===== src/common/cu_pkg.sv =====
package cu_pkg;

  // instruction set widths
  localparam int opcode_w  = 5;
  localparam int alu_src_w = 2;
  localparam int sel_w     = 2;

  // opcode encodings
  localparam logic [opcode_w-1:0] op_nop  = 5'b00000;
  localparam logic [opcode_w-1:0] op_out  = 5'b00110;
  localparam logic [opcode_w-1:0] op_push = 5'b00111;
  localparam logic [opcode_w-1:0] op_in   = 5'b01111;
  localparam logic [opcode_w-1:0] op_pop  = 5'b10000;
  localparam logic [opcode_w-1:0] op_ldm  = 5'b10001;
  localparam logic [opcode_w-1:0] op_ldd  = 5'b10010;
  localparam logic [opcode_w-1:0] op_std  = 5'b10011;
  localparam logic [opcode_w-1:0] op_call = 5'b11000;
  localparam logic [opcode_w-1:0] op_ret  = 5'b11001;
  localparam logic [opcode_w-1:0] op_rti  = 5'b11010;

  // register-writing alu ops in the low opcode space
  localparam logic [opcode_w-1:0] op_alu_lo = 5'b00011;
  localparam logic [opcode_w-1:0] op_alu_hi = 5'b00101;

  // alu forms that take the immediate operand
  localparam logic [opcode_w-1:0] op_imm_a = 5'b01101;
  localparam logic [opcode_w-1:0] op_imm_b = 5'b01110;

  // opcode prefixes: 01xxx writes a register, 101xx is a branch
  localparam logic [1:0] alu_prefix = 2'b01;
  localparam logic [2:0] br_prefix  = 3'b101;

  // memory write data select
  localparam logic [sel_w-1:0] mds_none = 2'b00;
  localparam logic [sel_w-1:0] mds_pc1  = 2'b01;
  localparam logic [sel_w-1:0] mds_pc2  = 2'b10;
  localparam logic [sel_w-1:0] mds_ccr  = 2'b11;

  // pc source select
  localparam logic [sel_w-1:0] pcs_next   = 2'b00;
  localparam logic [sel_w-1:0] pcs_vector = 2'b10;
  localparam logic [sel_w-1:0] pcs_target = 2'b11;

endpackage


===== src/source/opcode_decoder.sv =====
`timescale 1ns/1ns

module opcode_decoder (
  input  logic                         clk,
  input  logic                         rst,
  input  logic [cu_pkg::opcode_w-1:0]  opcode,
  output logic [cu_pkg::opcode_w-1:0]  alu_op,
  output logic [cu_pkg::alu_src_w-1:0] alu_src,
  output logic                         reg_wr,
  output logic                         mem_rd,
  output logic                         mem_wr,
  output logic                         mem_to_reg,
  output logic                         stack,
  output logic                         port_rd,
  output logic                         port_wr,
  output logic                         branch,
  output logic                         ldm,
  output logic                         ldm_value,
  output logic                         freeze_cu,
  output logic                         call_req,
  output logic                         ret_req,
  output logic                         rti_req
);
  import cu_pkg::*;

  logic [opcode_w-1:0] op;
  logic                is_alu;
  logic                is_ldm;

  // the word after ldm is immediate data, decode it as a nop
  assign op     = ldm_value ? op_nop : opcode;
  assign is_ldm = (op == op_ldm);

  // marks the immediate word of ldm
  always_ff @(posedge clk or posedge rst)
  begin
    if (rst)
      ldm_value <= 1'b0;
    else
      ldm_value <= is_ldm;
  end

  assign is_alu = ((op >= op_alu_lo) && (op <= op_alu_hi)) || (op[4:3] == alu_prefix);

  assign alu_op  = op;
  assign alu_src = {is_ldm, (op == op_imm_a) || (op == op_imm_b)};

  assign reg_wr     = is_alu || (op == op_pop) || is_ldm || (op == op_ldd);
  assign mem_rd     = (op == op_pop) || (op == op_ldd);
  assign mem_wr     = (op == op_push) || (op == op_std);
  assign mem_to_reg = (op == op_pop) || (op == op_ldd);
  assign stack      = (op == op_pop) || (op == op_push);
  assign port_rd    = (op == op_in);
  assign port_wr    = (op == op_out);
  assign branch     = (op[4:2] == br_prefix);

  // decode holds while the immediate word is fetched
  assign ldm       = is_ldm;
  assign freeze_cu = is_ldm;

  // multi-cycle triggers, levels while the opcode sits in decode
  assign call_req = (op == op_call);
  assign ret_req  = (op == op_ret);
  assign rti_req  = (op == op_rti);

endmodule


===== src/sequencers/call_seq.sv =====
`timescale 1ns/1ns

module call_seq (
  input  logic                     clk,
  input  logic                     rst,
  input  logic                     call_req,
  output logic                     mem_wr,
  output logic                     stack,
  output logic                     push_pc1,
  output logic                     push_pc2,
  output logic                     flush,
  output logic [cu_pkg::sel_w-1:0] pc_sel
);
  import cu_pkg::*;

  typedef enum logic {
    st_idle,
    st_push_hi
  } state_t;

  state_t state;
  state_t next_state;

  always_ff @(posedge clk or posedge rst)
  begin
    if (rst)
      state <= st_idle;
    else
      state <= next_state;
  end

  always_comb
  begin
    next_state = state;
    mem_wr     = 1'b0;
    stack      = 1'b0;
    push_pc1   = 1'b0;
    push_pc2   = 1'b0;
    flush      = 1'b0;
    pc_sel     = pcs_next;
    case (state)
      st_idle:
        // first half goes out while the target is taken
        if (call_req)
        begin
          mem_wr     = 1'b1;
          stack      = 1'b1;
          push_pc1   = 1'b1;
          pc_sel     = pcs_target;
          next_state = st_push_hi;
        end
      st_push_hi:
      begin
        mem_wr     = 1'b1;
        stack      = 1'b1;
        push_pc2   = 1'b1;
        // drop the instruction fetched behind the call
        flush      = 1'b1;
        next_state = st_idle;
      end
    endcase
  end

endmodule


===== src/sequencers/return_seq.sv =====
`timescale 1ns/1ns

module return_seq (
  input  logic                     clk,
  input  logic                     rst,
  input  logic                     ret_req,
  input  logic                     rti_req,
  output logic                     mem_rd,
  output logic                     stack,
  output logic                     pop_ccr,
  output logic                     pop_pc1,
  output logic                     pop_pc2,
  output logic                     freeze_pc,
  output logic                     freeze_cu,
  output logic                     flush,
  output logic [cu_pkg::sel_w-1:0] pc_sel
);
  import cu_pkg::*;

  typedef enum logic [1:0] {
    st_idle,
    st_pop_ccr,
    st_pop_pc2,
    st_pop_pc1
  } state_t;

  state_t state;
  state_t next_state;

  always_ff @(posedge clk or posedge rst)
  begin
    if (rst)
      state <= st_idle;
    else
      state <= next_state;
  end

  // the first pop state chosen at the trigger records rti vs ret
  always_comb
  begin
    next_state = state;
    case (state)
      st_idle:
        if (rti_req)
          next_state = st_pop_ccr;
        else if (ret_req)
          next_state = st_pop_pc2;
      st_pop_ccr: next_state = st_pop_pc2;
      st_pop_pc2: next_state = st_pop_pc1;
      st_pop_pc1: next_state = st_idle;
    endcase
  end

  // every pop reads the stack with pc and decode held
  always_comb
  begin
    mem_rd    = (state != st_idle);
    stack     = (state != st_idle);
    freeze_pc = (state != st_idle);
    freeze_cu = (state != st_idle);
    pop_ccr   = (state == st_pop_ccr);
    pop_pc2   = (state == st_pop_pc2);
    pop_pc1   = (state == st_pop_pc1);
    // popped pc is complete on the last pop
    flush     = (state == st_pop_pc1);
    pc_sel    = (state == st_pop_pc1) ? pcs_target : pcs_next;
  end

endmodule


===== src/sequencers/interrupt_seq.sv =====
`timescale 1ns/1ns

module interrupt_seq (
  input  logic                     clk,
  input  logic                     rst,
  input  logic                     interrupt,
  input  logic                     ldm,
  input  logic                     load_use,
  input  logic                     branch_taken,
  output logic                     ack,
  output logic                     mem_wr,
  output logic                     stack,
  output logic                     push_pc1,
  output logic                     push_pc2,
  output logic                     push_ccr,
  output logic                     freeze_pc,
  output logic                     freeze_cu,
  output logic [cu_pkg::sel_w-1:0] pc_sel
);
  import cu_pkg::*;

  typedef enum logic [3:0] {
    st_idle,
    st_ack,
    st_stall,
    st_frz_pc,
    st_frz_all,
    st_drain1,
    st_drain2,
    st_push_pc1,
    st_push_pc2,
    st_push_ccr
  } state_t;

  state_t state;
  state_t next_state;

  always_ff @(posedge clk or posedge rst)
  begin
    if (rst)
      state <= st_idle;
    else
      state <= next_state;
  end

  always_comb
  begin
    next_state = st_idle;
    ack        = 1'b0;
    mem_wr     = 1'b0;
    stack      = 1'b0;
    push_pc1   = 1'b0;
    push_pc2   = 1'b0;
    push_ccr   = 1'b0;
    freeze_pc  = 1'b0;
    freeze_cu  = 1'b0;
    pc_sel     = pcs_next;
    case (state)
      st_idle:
        if (interrupt)
          next_state = st_ack;
      st_ack:
      begin
        ack = 1'b1;
        // a pending ldm word or load-use stall needs one more cycle
        if (ldm || load_use)
          next_state = st_stall;
        else
        begin
          // let a taken branch redirect before the pc is held
          freeze_pc  = ~branch_taken;
          next_state = st_frz_pc;
        end
      end
      st_stall:
        next_state = st_frz_pc;
      st_frz_pc:
      begin
        freeze_pc  = 1'b1;
        next_state = st_frz_all;
      end
      st_frz_all:
      begin
        freeze_pc  = 1'b1;
        freeze_cu  = 1'b1;
        next_state = st_drain1;
      end
      st_drain1, st_drain2:
      begin
        freeze_pc  = 1'b1;
        freeze_cu  = 1'b1;
        next_state = (state == st_drain1) ? st_drain2 : st_push_pc1;
      end
      st_push_pc1, st_push_pc2:
      begin
        freeze_pc  = 1'b1;
        freeze_cu  = 1'b1;
        mem_wr     = 1'b1;
        stack      = 1'b1;
        push_pc1   = (state == st_push_pc1);
        push_pc2   = (state == st_push_pc2);
        next_state = (state == st_push_pc1) ? st_push_pc2 : st_push_ccr;
      end
      st_push_ccr:
      begin
        // pc is released here so the vector is loaded
        freeze_cu = 1'b1;
        mem_wr    = 1'b1;
        stack     = 1'b1;
        push_ccr  = 1'b1;
        pc_sel    = pcs_vector;
      end
      default:
        next_state = st_idle;
    endcase
  end

endmodule


===== src/source/control_merge.sv =====
`timescale 1ns/1ns

module control_merge (
  input  logic                     dec_mem_rd,
  input  logic                     dec_mem_wr,
  input  logic                     dec_stack,
  input  logic                     dec_freeze_cu,
  input  logic                     call_mem_wr,
  input  logic                     call_stack,
  input  logic                     call_push_pc1,
  input  logic                     call_push_pc2,
  input  logic                     call_flush,
  input  logic [cu_pkg::sel_w-1:0] call_pc_sel,
  input  logic                     ret_mem_rd,
  input  logic                     ret_stack,
  input  logic                     ret_pop_ccr,
  input  logic                     ret_pop_pc1,
  input  logic                     ret_pop_pc2,
  input  logic                     ret_freeze_pc,
  input  logic                     ret_freeze_cu,
  input  logic                     ret_flush,
  input  logic [cu_pkg::sel_w-1:0] ret_pc_sel,
  input  logic                     int_mem_wr,
  input  logic                     int_stack,
  input  logic                     int_push_pc1,
  input  logic                     int_push_pc2,
  input  logic                     int_push_ccr,
  input  logic                     int_freeze_pc,
  input  logic                     int_freeze_cu,
  input  logic [cu_pkg::sel_w-1:0] int_pc_sel,
  input  logic                     branch_taken,
  output logic                     mem_rd,
  output logic                     mem_wr,
  output logic                     stack,
  output logic [cu_pkg::sel_w-1:0] mem_data_sel,
  output logic [cu_pkg::sel_w-1:0] pc_sel,
  output logic                     pop_ccr,
  output logic                     pop_pc1,
  output logic                     pop_pc2,
  output logic                     freeze_cu,
  output logic                     fetch_pc_enable,
  output logic                     flush_fetch,
  output logic                     flush_decode
);
  import cu_pkg::*;

  logic freeze_pc;

  assign mem_rd    = dec_mem_rd | ret_mem_rd;
  assign mem_wr    = dec_mem_wr | call_mem_wr | int_mem_wr;
  assign stack     = dec_stack | call_stack | ret_stack | int_stack;
  assign freeze_cu = dec_freeze_cu | ret_freeze_cu | int_freeze_cu;
  assign freeze_pc = ret_freeze_pc | int_freeze_pc;

  // pc1 wins over pc2, ccr last
  always_comb
  begin
    if (call_push_pc1 || int_push_pc1)
      mem_data_sel = mds_pc1;
    else if (call_push_pc2 || int_push_pc2)
      mem_data_sel = mds_pc2;
    else if (int_push_ccr)
      mem_data_sel = mds_ccr;
    else
      mem_data_sel = mds_none;
  end

  assign pc_sel = branch_taken ? pcs_target : (call_pc_sel | ret_pc_sel | int_pc_sel);

  assign pop_ccr = ret_pop_ccr;
  assign pop_pc1 = ret_pop_pc1;
  assign pop_pc2 = ret_pop_pc2;

  assign fetch_pc_enable = ~freeze_pc;
  assign flush_fetch     = branch_taken | call_flush;
  assign flush_decode    = ret_flush;

endmodule


===== src/source/control_unit.sv =====
`timescale 1ns/1ns

module control_unit (
  input  logic                         clk,
  input  logic                         rst,
  input  logic [cu_pkg::opcode_w-1:0]  opcode,
  input  logic                         interrupt,
  input  logic                         load_use,
  input  logic                         branch_taken,
  output logic                         ack,
  output logic [cu_pkg::opcode_w-1:0]  alu_op,
  output logic [cu_pkg::alu_src_w-1:0] alu_src,
  output logic                         reg_wr,
  output logic                         mem_to_reg,
  output logic                         port_rd,
  output logic                         port_wr,
  output logic                         branch,
  output logic                         ldm_value,
  output logic                         call,
  output logic                         ret,
  output logic                         rti,
  output logic                         mem_rd,
  output logic                         mem_wr,
  output logic                         stack,
  output logic [cu_pkg::sel_w-1:0]     mem_data_sel,
  output logic [cu_pkg::sel_w-1:0]     pc_sel,
  output logic                         pop_ccr,
  output logic                         pop_pc1,
  output logic                         pop_pc2,
  output logic                         freeze_cu,
  output logic                         fetch_pc_enable,
  output logic                         flush_fetch,
  output logic                         flush_decode
);
  import cu_pkg::*;

  logic             dec_mem_rd, dec_mem_wr, dec_stack, dec_freeze_cu, dec_ldm;
  logic             call_mem_wr, call_stack, call_push_pc1, call_push_pc2, call_flush;
  logic             ret_mem_rd, ret_stack, ret_pop_ccr, ret_pop_pc1, ret_pop_pc2;
  logic             ret_freeze_pc, ret_freeze_cu, ret_flush;
  logic             int_mem_wr, int_stack, int_push_pc1, int_push_pc2, int_push_ccr;
  logic             int_freeze_pc, int_freeze_cu;
  logic [sel_w-1:0] call_pc_sel, ret_pc_sel, int_pc_sel;

  opcode_decoder u_decoder (
    .clk        (clk),
    .rst        (rst),
    .opcode     (opcode),
    .alu_op     (alu_op),
    .alu_src    (alu_src),
    .reg_wr     (reg_wr),
    .mem_rd     (dec_mem_rd),
    .mem_wr     (dec_mem_wr),
    .mem_to_reg (mem_to_reg),
    .stack      (dec_stack),
    .port_rd    (port_rd),
    .port_wr    (port_wr),
    .branch     (branch),
    .ldm        (dec_ldm),
    .ldm_value  (ldm_value),
    .freeze_cu  (dec_freeze_cu),
    .call_req   (call),
    .ret_req    (ret),
    .rti_req    (rti)
  );

  call_seq u_call (
    .clk      (clk),
    .rst      (rst),
    .call_req (call),
    .mem_wr   (call_mem_wr),
    .stack    (call_stack),
    .push_pc1 (call_push_pc1),
    .push_pc2 (call_push_pc2),
    .flush    (call_flush),
    .pc_sel   (call_pc_sel)
  );

  return_seq u_return (
    .clk       (clk),
    .rst       (rst),
    .ret_req   (ret),
    .rti_req   (rti),
    .mem_rd    (ret_mem_rd),
    .stack     (ret_stack),
    .pop_ccr   (ret_pop_ccr),
    .pop_pc1   (ret_pop_pc1),
    .pop_pc2   (ret_pop_pc2),
    .freeze_pc (ret_freeze_pc),
    .freeze_cu (ret_freeze_cu),
    .flush     (ret_flush),
    .pc_sel    (ret_pc_sel)
  );

  interrupt_seq u_interrupt (
    .clk          (clk),
    .rst          (rst),
    .interrupt    (interrupt),
    .ldm          (dec_ldm),
    .load_use     (load_use),
    .branch_taken (branch_taken),
    .ack          (ack),
    .mem_wr       (int_mem_wr),
    .stack        (int_stack),
    .push_pc1     (int_push_pc1),
    .push_pc2     (int_push_pc2),
    .push_ccr     (int_push_ccr),
    .freeze_pc    (int_freeze_pc),
    .freeze_cu    (int_freeze_cu),
    .pc_sel       (int_pc_sel)
  );

  control_merge u_merge (
    .dec_mem_rd      (dec_mem_rd),
    .dec_mem_wr      (dec_mem_wr),
    .dec_stack       (dec_stack),
    .dec_freeze_cu   (dec_freeze_cu),
    .call_mem_wr     (call_mem_wr),
    .call_stack      (call_stack),
    .call_push_pc1   (call_push_pc1),
    .call_push_pc2   (call_push_pc2),
    .call_flush      (call_flush),
    .call_pc_sel     (call_pc_sel),
    .ret_mem_rd      (ret_mem_rd),
    .ret_stack       (ret_stack),
    .ret_pop_ccr     (ret_pop_ccr),
    .ret_pop_pc1     (ret_pop_pc1),
    .ret_pop_pc2     (ret_pop_pc2),
    .ret_freeze_pc   (ret_freeze_pc),
    .ret_freeze_cu   (ret_freeze_cu),
    .ret_flush       (ret_flush),
    .ret_pc_sel      (ret_pc_sel),
    .int_mem_wr      (int_mem_wr),
    .int_stack       (int_stack),
    .int_push_pc1    (int_push_pc1),
    .int_push_pc2    (int_push_pc2),
    .int_push_ccr    (int_push_ccr),
    .int_freeze_pc   (int_freeze_pc),
    .int_freeze_cu   (int_freeze_cu),
    .int_pc_sel      (int_pc_sel),
    .branch_taken    (branch_taken),
    .mem_rd          (mem_rd),
    .mem_wr          (mem_wr),
    .stack           (stack),
    .mem_data_sel    (mem_data_sel),
    .pc_sel          (pc_sel),
    .pop_ccr         (pop_ccr),
    .pop_pc1         (pop_pc1),
    .pop_pc2         (pop_pc2),
    .freeze_cu       (freeze_cu),
    .fetch_pc_enable (fetch_pc_enable),
    .flush_fetch     (flush_fetch),
    .flush_decode    (flush_decode)
  );

endmodule


===== config.mk =====
export PLATFORM = sky130hd
export DESIGN_NAME = control_unit
export DESIGN_NICKNAME = d
export VERILOG_FILES = /design/src/common/cu_pkg.sv /design/src/source/opcode_decoder.sv /design/src/sequencers/call_seq.sv /design/src/sequencers/return_seq.sv /design/src/sequencers/interrupt_seq.sv /design/src/source/control_merge.sv /design/src/source/control_unit.sv
export SDC_FILE = /design/constraint.sdc
export NUM_CORES = 1
export LEC_CHECK = 0
export ABC_AREA = 1
export CAP_MARGIN = 10
export CORE_AREA = 5 5 45 47
export DETAILED_ROUTE_END_ITERATION = 10
export DIE_AREA = 0 0 50 52
export DONT_BUFFER_PORTS = 1
export HOLD_SLACK_MARGIN = 0.1
export PLACE_DENSITY = 0.74
export SKIP_LAST_GASP = 1
export SLEW_MARGIN = 30
export SYNTH_ARGS = -nofsm -noshare
export SYNTH_HDL_FRONTEND = slang
export SYNTH_SLANG_ARGS = --single-unit
export TNS_END_PERCENT = 100

===== constraint.sdc =====
create_clock -name clk -period 1.3 [get_ports clk]
set_clock_uncertainty 0.2 [all_clocks]
set_input_delay 0.195 -clock clk [delete_from_list [all_inputs] [get_ports clk]]
set_output_delay 0.195 -clock clk [all_outputs]
set_load 0.01 [all_outputs]

==> results of run 1 <==
[worst min-delay path: cells and delay by family]
kind	cells	cell delay (ps)
and+or+nand+nor	3	160
AOI/OAI and AO/OA	1	80
[cell type report]
type,count,area share
clock buffer,4,0.0186
inverter,28,0.0816
multi-input combinational,101,0.517
tap,17,0.0151
timing repair buffer,35,0.223
sequential,8,0.145
[cells by family after synthesis]
family	count (synthesis)	synth area share
flops	8	0.241
compound gates	9	0.0694
fa+ha+maj	5	0.0754
simple gates	87	0.469
buf+inv	30	0.145
[metal layers]
metal  routed length (um)  GRT usage
met4                  169      0.109
met1                 1120      0.223
met2                 1620      0.400
met5                    0          0
met3                  231     0.0458
[synthesized netlist by cell type]
cell type  instances  area (um2)
nor2_1            21        78.8
nand2_4            1        11.3
nor4_1             1        6.26
dfrtp_1            8         200
o21bai_1           1        7.51
nor3b_1            1        7.51
o211ai_1           2        15.0
o21ai_0            3        15.0
nand2_2            1        6.26
nand3_1           15        75.1
a31oi_1            1        6.26
inv_2              2        7.51
ha_1               5        62.6
nand2_1           37         139
nand4_1            5        31.3
nor3_1             2        10.0
inv_1             26        97.6
o21ai_2            1        8.76
a21oi_1            1        5.00
buf_4              2        15.0
nor2_4             1        11.3
nor2_2             2        12.5
[sequential cells by signal, summed over array words and instances (netlist names)]
| name | cells |
|---|---|
| u_return.state | 2 |
| u_decoder.ldm_value | 1 |
| u_call.state | 1 |
| u_interrupt.state | 4 |
[worst max-delay path by stage]
| stage | to | slack [ps] | cells after the start |
|---|---|---|---|
| 2_1_floorplan | mem_data_sel[0] | -130 | 5 |
| 6_report | alu_src[0] | -520 | 6 |
| 3_5_place_dp | stack | -200 | 6 |
| 3_3_place_gp | fetch_pc_enable | -160 | 7 |
| 4_1_cts | fetch_pc_enable | -440 | 7 |
| 5_1_grt | mem_wr | -580 | 6 |
[per-stage QoR]
| step | setup TNS [ps] | hold WS [ps] |
|---|---|---|
| global placement | -1760 | -149 |
| detailed placement | -2510 | -145 |
| global route | -12660 | 17.4 |
| CTS | -9790 | -21.1 |
| finish | -10890 | 0.331 |
| floorplan | -1450 | -189 |
[repair_timing]
item,4_1_cts,5_1_grt
endpoints found under the setup margin,34,34
buffers inserted,7,6
endpoints found under the hold margin,12,4
resized for setup,33,30
pin swaps,12,10
[where the power goes]
group	leakage (uW)	internal (uW)	total, uW	switching [uW]
Combinational	0.000621	749	1640	895
Clock	0.0000150	118	218	99.7
Sequential	0.0000978	345	461	116
==> out/results.ini, run 1 <==
[status]
status = finished with violations
violations = setup timing

[worst_setup_path]
rr_worst_depth = 8
crit_type = reg -> out
r2r-end = u_return.state[1]
path_delay_family = flip-flops
cp-start-kind = register
cp_slowest_cell = dfrtp_2
r2r_start = u_decoder.ldm_value
cp_cell_sequence = clkinv_4 -> nand2_4 -> nor2_4 -> buf_4 -> o211ai_1 -> inv_1
critical_path_required_ps = 900
cp_max_fo = 8
end_kind = primary output
reg2reg_slack_ps = -190
cpPeakStageDelay_ps = 420
setup.worst_path.start = u_decoder.ldm_value
critPathArrivalTime_ps = 1430
cp_num_buf_inv = 3

[hold_path]
hold_depth = 4
whs_endpoint = u_interrupt.state[0]
hold_class = in -> reg
hp-start = interrupt

[routing]
drt_iter0_markers = 50
routed_wl_um = 3140
vias = 1113
vias_per_cell = 5.77
antenna_left = 0
drc_errors = 0
firstDrtPassIters = 4
wl_per_cell_um = 16.3

[clock_tree]
root_buffer = clkbuf_4
clkSinkCount = 8
clk_latency_ps = 260
cts_made_buffers = 3
hold_buffers = 1
clockBufferDepth = 2
h-tree-depth = 1
clkTransAtPathRegs_ps = 60
cts_tree = yes

[logic_synthesis]
synth_cells = 139
ys_types = 22
ys_warn_count = 0
avgSynthCellArea_um2 = 5.97
ys_seq_elements = 8
synth_seq_area_share = 0.241
synthesis.nets = 154
syn-cell-area_um2 = 830

[placement]
place.gp.congestion = 0.936
place_inst = 180
place_area_mm2 = 0.00109
place.port_buffers = 0
post-dp-hpwl_um = 2030
post-place-ws_ps = -200

[die]
fp.dieW_um = 50
core-area_mm2 = 0.00161
ios = 41
die_area_mm2 = 0.00260
row_count = 15
start_util = 0.514
die_h_um = 52

[global_route]
grt_pass1_wl_um = 4330
grt_pass1_vias = 1010
antenna_found_initial = 0
grt_use_total = 0.215
grt_overflow = 0
grt_max_degree = 9

[finish]
final_cell_mix = 27 x nand2_1, 21 x buf_4, 13 x inv_1, 13 x buf_6
antennaDiodeCount = 0
finalInstanceArea_mm2 = 0.00141
fin_util = 0.874
layout.cells.non_filler = 193
layout.area.seq_um2 = 204
n_fill_cell = 74
nets = 192
final_common_cell = nand2_1
area_delta_synth_final_pct = 70.0
layout-drive-gt1-share = 0.528
multiInputGateArea_um2 = 729

[pwr]
p_per_area_mw_per_mm2 = 1650
power_uw = 2320
power.leakage_uw = 0.000734
ir_worst_vdd_mv = 1.29

[timing]
hold_viol = 0
fin_ws_ps = -523
period_share = 1.40
worst_slew_pin_slew_ps = 315
max-slew-margin-rel = 0.790
rsz0062_at_grt = yes
period_minus_slack_ps = 1820
maxClockFrequency_mhz = 549
finalSetupViolCount = 35
drv_slew = 0

[run]
maxCapViolCount = 0

(Power assumes the default switching activity.)
==> run 2: changes to the inputs <==
--- a/config.mk
+++ b/config.mk
@@ -7,9 +7,9 @@
 export LEC_CHECK = 0
 export ABC_AREA = 1
 export CAP_MARGIN = 10
-export CORE_AREA = 5 5 45 47
+export CORE_AREA = 4 4 44 46
 export DETAILED_ROUTE_END_ITERATION = 10
-export DIE_AREA = 0 0 50 52
+export DIE_AREA = 0 0 48 50
 export DONT_BUFFER_PORTS = 1
 export HOLD_SLACK_MARGIN = 0.1
 export PLACE_DENSITY = 0.74
==> run 2 against run 1 <==
Clock power up 5%. Critical path type unchanged. Global-route usage up 6.5 points. First-iteration DRC count rose by 36%. Sequential cell count unchanged. Critical endpoint is now fetch_pc_enable. Total power up 8.6%. The flow still finishes with violations (setup timing).
==> out/results.ini, run 2 (synthesis gave the netlist of run 1 again) <==
[pwr]
intPower_uw = 1250  ; +3.1%
seq_power_share = 0.178  ; -0.020
power.leakage_uw = 0.000748  ; +2.0%
power.switching_uw = 1270  ; +15%
ir_worst_vdd_mv = 1.54  ; +19%
p_clk_frac = 0.090  ; -0.004
p_sw_frac = 0.504  ; +0.0265
p_per_area_mw_per_mm2 = 1790  ; +8.7%
p_comb_frac = 0.732  ; +0.024

[timing]
period_minus_slack_ps = 1890  ; +66.5 ps
worst_slew_pin_slew_ps = 399  ; +84.3 ps
finalSetupViolCount = 36  ; +2.9%
fin_ws_ps = -589  ; -66.5 ps
maxClockFrequency_mhz = 529  ; -3.5%
max-slew-margin-rel = 0.733  ; -0.0571
rsz0062_at_grt = yes
whs_ps = 6.62  ; +6.28 ps
drv_slew = 0  ; unchanged
period_share = 1.45  ; +0.0511
hold_viol = 0  ; unchanged

[hold_path]
hold_class = in -> reg
hp-start = opcode[4]

[global_route]
grt_overflow = 0  ; unchanged
grt_use_total = 0.280  ; +0.0650
antenna_found_initial = 0  ; unchanged
grt_pass1_wl_um = 4930  ; +14%
grt_pass1_vias = 1088  ; +7.7%
grt_max_degree = 9  ; unchanged

[worst_setup_path]
cp-start-kind = register
cp_slowest_cell = dfrtp_1
r2r_start = u_decoder.ldm_value
reg2reg_slack_ps = -300  ; -110 ps
cpMostUsedCell = nand2_1
path_delay_family = simple AND/OR/NAND/NOR gates
cp_max_fo = 5  ; -3
cp_cell_sequence = inv_1 -> nand2_1 -> nor2_1 -> nor3b_1 -> nand2_1 -> inv_2
critPathArrivalTime_ps = 1490  ; +60 ps
crit_type = reg -> out
end_kind = primary output
cp_num_buf_inv = 2  ; -1
critical_path_required_ps = 900  ; about the same
setup.worst_path.start = u_interrupt.state[2]
cpPeakStageDelay_ps = 410  ; about the same

[status]
status = finished with violations
violations = setup timing

[placement]
post-dp-hpwl_um = 2060  ; +1.3%
place.port_buffers = 0  ; unchanged
place.gp.congestion = 0.863  ; -7.9%

[clock_tree]
clk_latency_ps = 270  ; about the same
clockBufferDepth = 2  ; unchanged
cts_tree = yes
h-tree-depth = 1  ; unchanged
clkSinkCount = 8  ; unchanged
clkTransAtPathRegs_ps = 70  ; about the same
cts_made_buffers = 3  ; unchanged
root_buffer = clkbuf_4
hold_buffers = 1  ; unchanged

[die]
fp.dieW_um = 48  ; -4.0%
die_h_um = 50  ; -3.8%
row_count = 14  ; -1
die_area_mm2 = 0.00240  ; -7.7%
core-area_mm2 = 0.00151  ; -6.7%
ios = 41  ; unchanged
start_util = 0.551  ; +0.0367

[routing]
drt_iter0_markers = 68  ; +36%
wl_per_cell_um = 20.7  ; +27%
vias = 1222  ; +9.8%
drc_errors = 0  ; unchanged
routed_wl_um = 4040  ; +29%
firstDrtPassIters = 4  ; unchanged
antenna_left = 0  ; unchanged
vias_per_cell = 6.27  ; +8.7%

[finish]
largest-register = u_interrupt.state
largest_reg_flops = 4  ; unchanged
layout-drive-gt1-share = 0.497  ; -0.0312
n_fill_cell = 50  ; -32%
nets = 195  ; +1.6%
area_delta_synth_final_pct = 69.8  ; about the same
fin_util = 0.935  ; +0.0616
final_cell_mix = 28 x nand2_1, 24 x buf_4, 16 x inv_1
largestRegisters = u_interrupt.state x4, u_return.state x2
final_common_cell = nand2_1
antennaDiodeCount = 0  ; unchanged

[run]
maxCapViolCount = 0  ; unchanged

[run 2: path summary, 6_finish.rpt]
check	end	depth (start not counted)
hold reg to reg	u_interrupt.state[1]	2
setup / recovery	fetch_pc_enable	6
max in group asynchronous	u_decoder.ldm_value	2
setup reg to reg	u_return.state[0]	9
hold / removal	u_interrupt.state[0]	3
min in group asynchronous	u_return.state[1]	2
[run 2: final cells by class]
| type | instances | area (um2) | area share |
|---|---|---|---|
| clock buffers | 4 | 26.3 | 0.0187 |
| inverters | 28 | 115 | 0.0817 |
| multi-input cells | 101 | 701 | 0.497 |
| flip-flops and latches | 8 | 201 | 0.143 |
| well taps | 16 | 20.0 | 0.0142 |
| repair buffers | 38 | 345 | 0.245 |
[run 2: per-layer routing]
layer	wire length (um)	track usage	up-vias
li1	-	-	512
met1	1380	0.344	571
met2	2000	0.454	111
met3	483	0.0691	28
met4	178	0.103	0
met5	0	0	-
[run 2: metrics by stage]
step	total power (uW)	std cells	worst slack (ps)	setup TNS (ps)	area, um2
floorplan	1230	139	-130	-1450	892
global placement	1690	182	-212	-1870	1110
detailed placement	1720	182	-199	-2560	1110
finish	2520	195	-589	-12500	1410
CTS	2120	194	-464	-9970	1330
global route	2690	195	-794	-14300	1410
[run 2: tightest hold or removal path: stages]
cell and delay [ps]:
nand3_2 90, nand2_1 80, nand2_1 70
[run 2: power by group through the flow]
stage / Clock (uW) / Combinational, uW / Sequential (uW)
3_3_place_gp: 0 / 1270 / 423
5_1_grt: 237 / 2000 / 454
3_5_place_dp: 0 / 1290 / 430
6_report: 228 / 1850 / 448
4_1_cts: 213 / 1480 / 429
2_1_floorplan: 0 / 811 / 424
[run 2: timing repair]
action                     in CTS  in global routing
setup endpoints to repair      34                 35
resized for setup              33                 21
gates cloned                    0                  0
setup buffers                   9                  6
hold endpoints to repair       11                  2
pin swaps                       6                  7
==> run 3: changes to the inputs <==
--- a/config.mk
+++ b/config.mk
@@ -7,12 +7,12 @@
 export LEC_CHECK = 0
 export ABC_AREA = 1
 export CAP_MARGIN = 10
-export CORE_AREA = 4 4 44 46
+export CORE_AREA = 4 4 46 48
 export DETAILED_ROUTE_END_ITERATION = 10
-export DIE_AREA = 0 0 48 50
+export DIE_AREA = 0 0 50 52
 export DONT_BUFFER_PORTS = 1
 export HOLD_SLACK_MARGIN = 0.1
-export PLACE_DENSITY = 0.74
+export PLACE_DENSITY = 0.68
 export SKIP_LAST_GASP = 1
 export SLEW_MARGIN = 30
 export SYNTH_ARGS = -nofsm -noshare
==> run 3 against run 2 <==
The flow finishes with violations (hold timing, setup timing). Largest power group unchanged. Sequential cell count unchanged. First-iteration DRC count down 32%. Setup slack better by 110 ps. Maximum frequency up 6.2%. Die area up 8.3%. Critical endpoint unchanged. Via count down 11%. Highest routed layer unchanged. Total power down 11%. Sequential share of layout area up 0.063 points. Global-route usage down 6.2 points. Hold slack worse by 76 ps. Critical path depth up 1.
==> out/results.ini, run 3 (synthesis gave the netlist of run 1 again) <==
[status]
status = finished with violations
violations = hold timing, setup timing

[clock_tree]
h-tree-depth = 1  ; unchanged
clk_latency_ps = 260  ; about the same
clockBufferDepth = 2  ; unchanged
hold_buffers = 1  ; unchanged
clkSinkCount = 8  ; unchanged
cts_tree = yes
clkTransAtPathRegs_ps = 60  ; about the same
cts_made_buffers = 3  ; unchanged
root_buffer = clkbuf_4

[finish]
layout-drive-gt1-share = 0.492  ; -0.00549
nets = 197  ; +1.0%
antennaDiodeCount = 0  ; unchanged
layout.area.seq_um2 = 203  ; +0.62%
final_cell_mix = 29 x nand2_1, 24 x buf_4, 15 x inv_1
largestRegisters = u_interrupt.state x4, u_return.state x2
multiInputGateArea_um2 = 673  ; -3.9%
n_fill_cell = 101  ; +100%
largest_reg_flops = 4  ; unchanged
final_common_cell = nand2_1
layout.cells.non_filler = 206  ; +5.6%
largest-register = u_interrupt.state
area_delta_synth_final_pct = 70.1

[global_route]
grt_overflow = 0  ; unchanged
grt_pass1_vias = 1029  ; -5.4%
grt_pass1_wl_um = 4420  ; -10%
antenna_found_initial = 0  ; unchanged
grt_use_total = 0.219  ; -0.0618
grt_max_degree = 9  ; unchanged

[placement]
post-dp-hpwl_um = 1950  ; -5.5%
place_inst = 190  ; +4.4%
place.port_buffers = 0  ; unchanged
place.gp.congestion = 0.894  ; +3.7%

[worst_setup_path]
crit_type = reg -> out
cp_max_fo = 8  ; +3
setup.worst_path.start = u_decoder.ldm_value
r2r_start = u_decoder.ldm_value
end_kind = primary output
critPathArrivalTime_ps = 1380  ; -110 ps
critical_path_required_ps = 900  ; about the same
cpPeakStageDelay_ps = 460  ; +50 ps
cp_cell_sequence = inv_6 -> nand2_4 -> nor2_4 -> nand3_4 -> nand3_2 -> nand2_1 -> inv_2
cp-start-kind = register
cp_slowest_cell = dfrtp_2

[timing]
max-slew-margin-rel = 0.783  ; +0.0499
tns_ps = -10660  ; +1850 ps
period_share = 1.37  ; -0.0854
whs_ps = -69.6  ; -76.3 ps
maxClockFrequency_mhz = 562  ; +6.2%
drv_slew = 0  ; unchanged
period_minus_slack_ps = 1780  ; -111 ps
finalSetupViolCount = 34  ; -5.6%
worst_slew_pin_slew_ps = 322  ; -76.5 ps
fin_ws_ps = -478  ; +111 ps
rsz0062_at_grt = yes
hold_viol = 1  ; +1

[run]
maxCapViolCount = 0  ; unchanged

[die]
die_area_mm2 = 0.00260  ; +8.3%
start_util = 0.486  ; -0.0650
die_h_um = 52  ; +4.0%
core-area_mm2 = 0.00171  ; +13%
row_count = 15  ; +1
ios = 41  ; unchanged
fp.dieW_um = 50  ; +4.2%

[routing]
vias_per_cell = 5.25  ; -16%
drt_iter0_markers = 46  ; -32%
firstDrtPassIters = 5  ; +1
routed_wl_um = 2820  ; -30%
wl_per_cell_um = 13.7  ; -34%
drc_errors = 0  ; unchanged
antenna_left = 0  ; unchanged
vias = 1082  ; -11%

[pwr]
p_per_area_mw_per_mm2 = 1600  ; -11%
power.leakage_uw = 0.000748  ; about the same
ir_worst_vdd_mv = 1.45  ; -5.6%

[hold_path]
hold_class = in -> reg
hp-start = load_use

## run 3: routing by layer
metal  wire, um  global-route usage  up-vias
li1           -                   -      525
met4         50              0.0876        0
met3        166              0.0344        6
met5          0                   0        -
met2       1490               0.409       50
met1       1110               0.244      501
## run 3: critical path, delay by kind of cell, from the launching register on
kind,cells,cell delay [ps]
DFF,1,460
and+or+nand+nor,5,450
buffers and inverters,2,200
## run 3: final cells by class
cell class              instances  area share
flip-flops and latches          8       0.144
well taps                      25      0.0222
clock buffers                   4      0.0186
multi-input cells             101       0.477
inverters                      28      0.0780
repair buffers                 40       0.261
## run 3: final timing paths
path | to | slack, ps | cells after the start
max | fetch_pc_enable | -480 | 7
min | u_interrupt.state[0] | -70 | 3
max reg2reg | u_return.state[1] | -240 | 9
min reg2reg | u_interrupt.state[1] | 410 | 2
max in group asynchronous | u_interrupt.state[3] | 500 | 2
min in group asynchronous | u_return.state[1] | 130 | 2
## run 3: power by group
| group | internal [uW] | switching, uW | leakage (uW) | total, uW |
|---|---|---|---|---|
| logic | 747 | 844 | 0.000634 | 1590 |
| registers | 343 | 97.7 | 0.0000991 | 440 |
| clock network | 118 | 102 | 0.0000150 | 220 |
## run 3: stage by stage
step / setup slack [ps] / power, uW / util / instance area [um2] / hold WS, ps
after detailed placement: -181 / 1710 / 0.655 / 1120 / -141
after floorplan: -130 / 1230 / - / 892 / -189
after global routing: -547 / 2440 / 0.826 / 1410 / -46.8
after global placement: -150 / 1680 / 0.655 / 1120 / -148
after CTS: -440 / 2070 / 0.770 / 1320 / -73.6
final: -478 / 2250 / 0.826 / 1410 / -69.6
## run 3: repair_timing
item,in CTS,in global routing
setup buffers,8,4
pin swaps,9,2
resized for setup,31,14
setup endpoints to repair,34,36
hold endpoints to repair,10,2
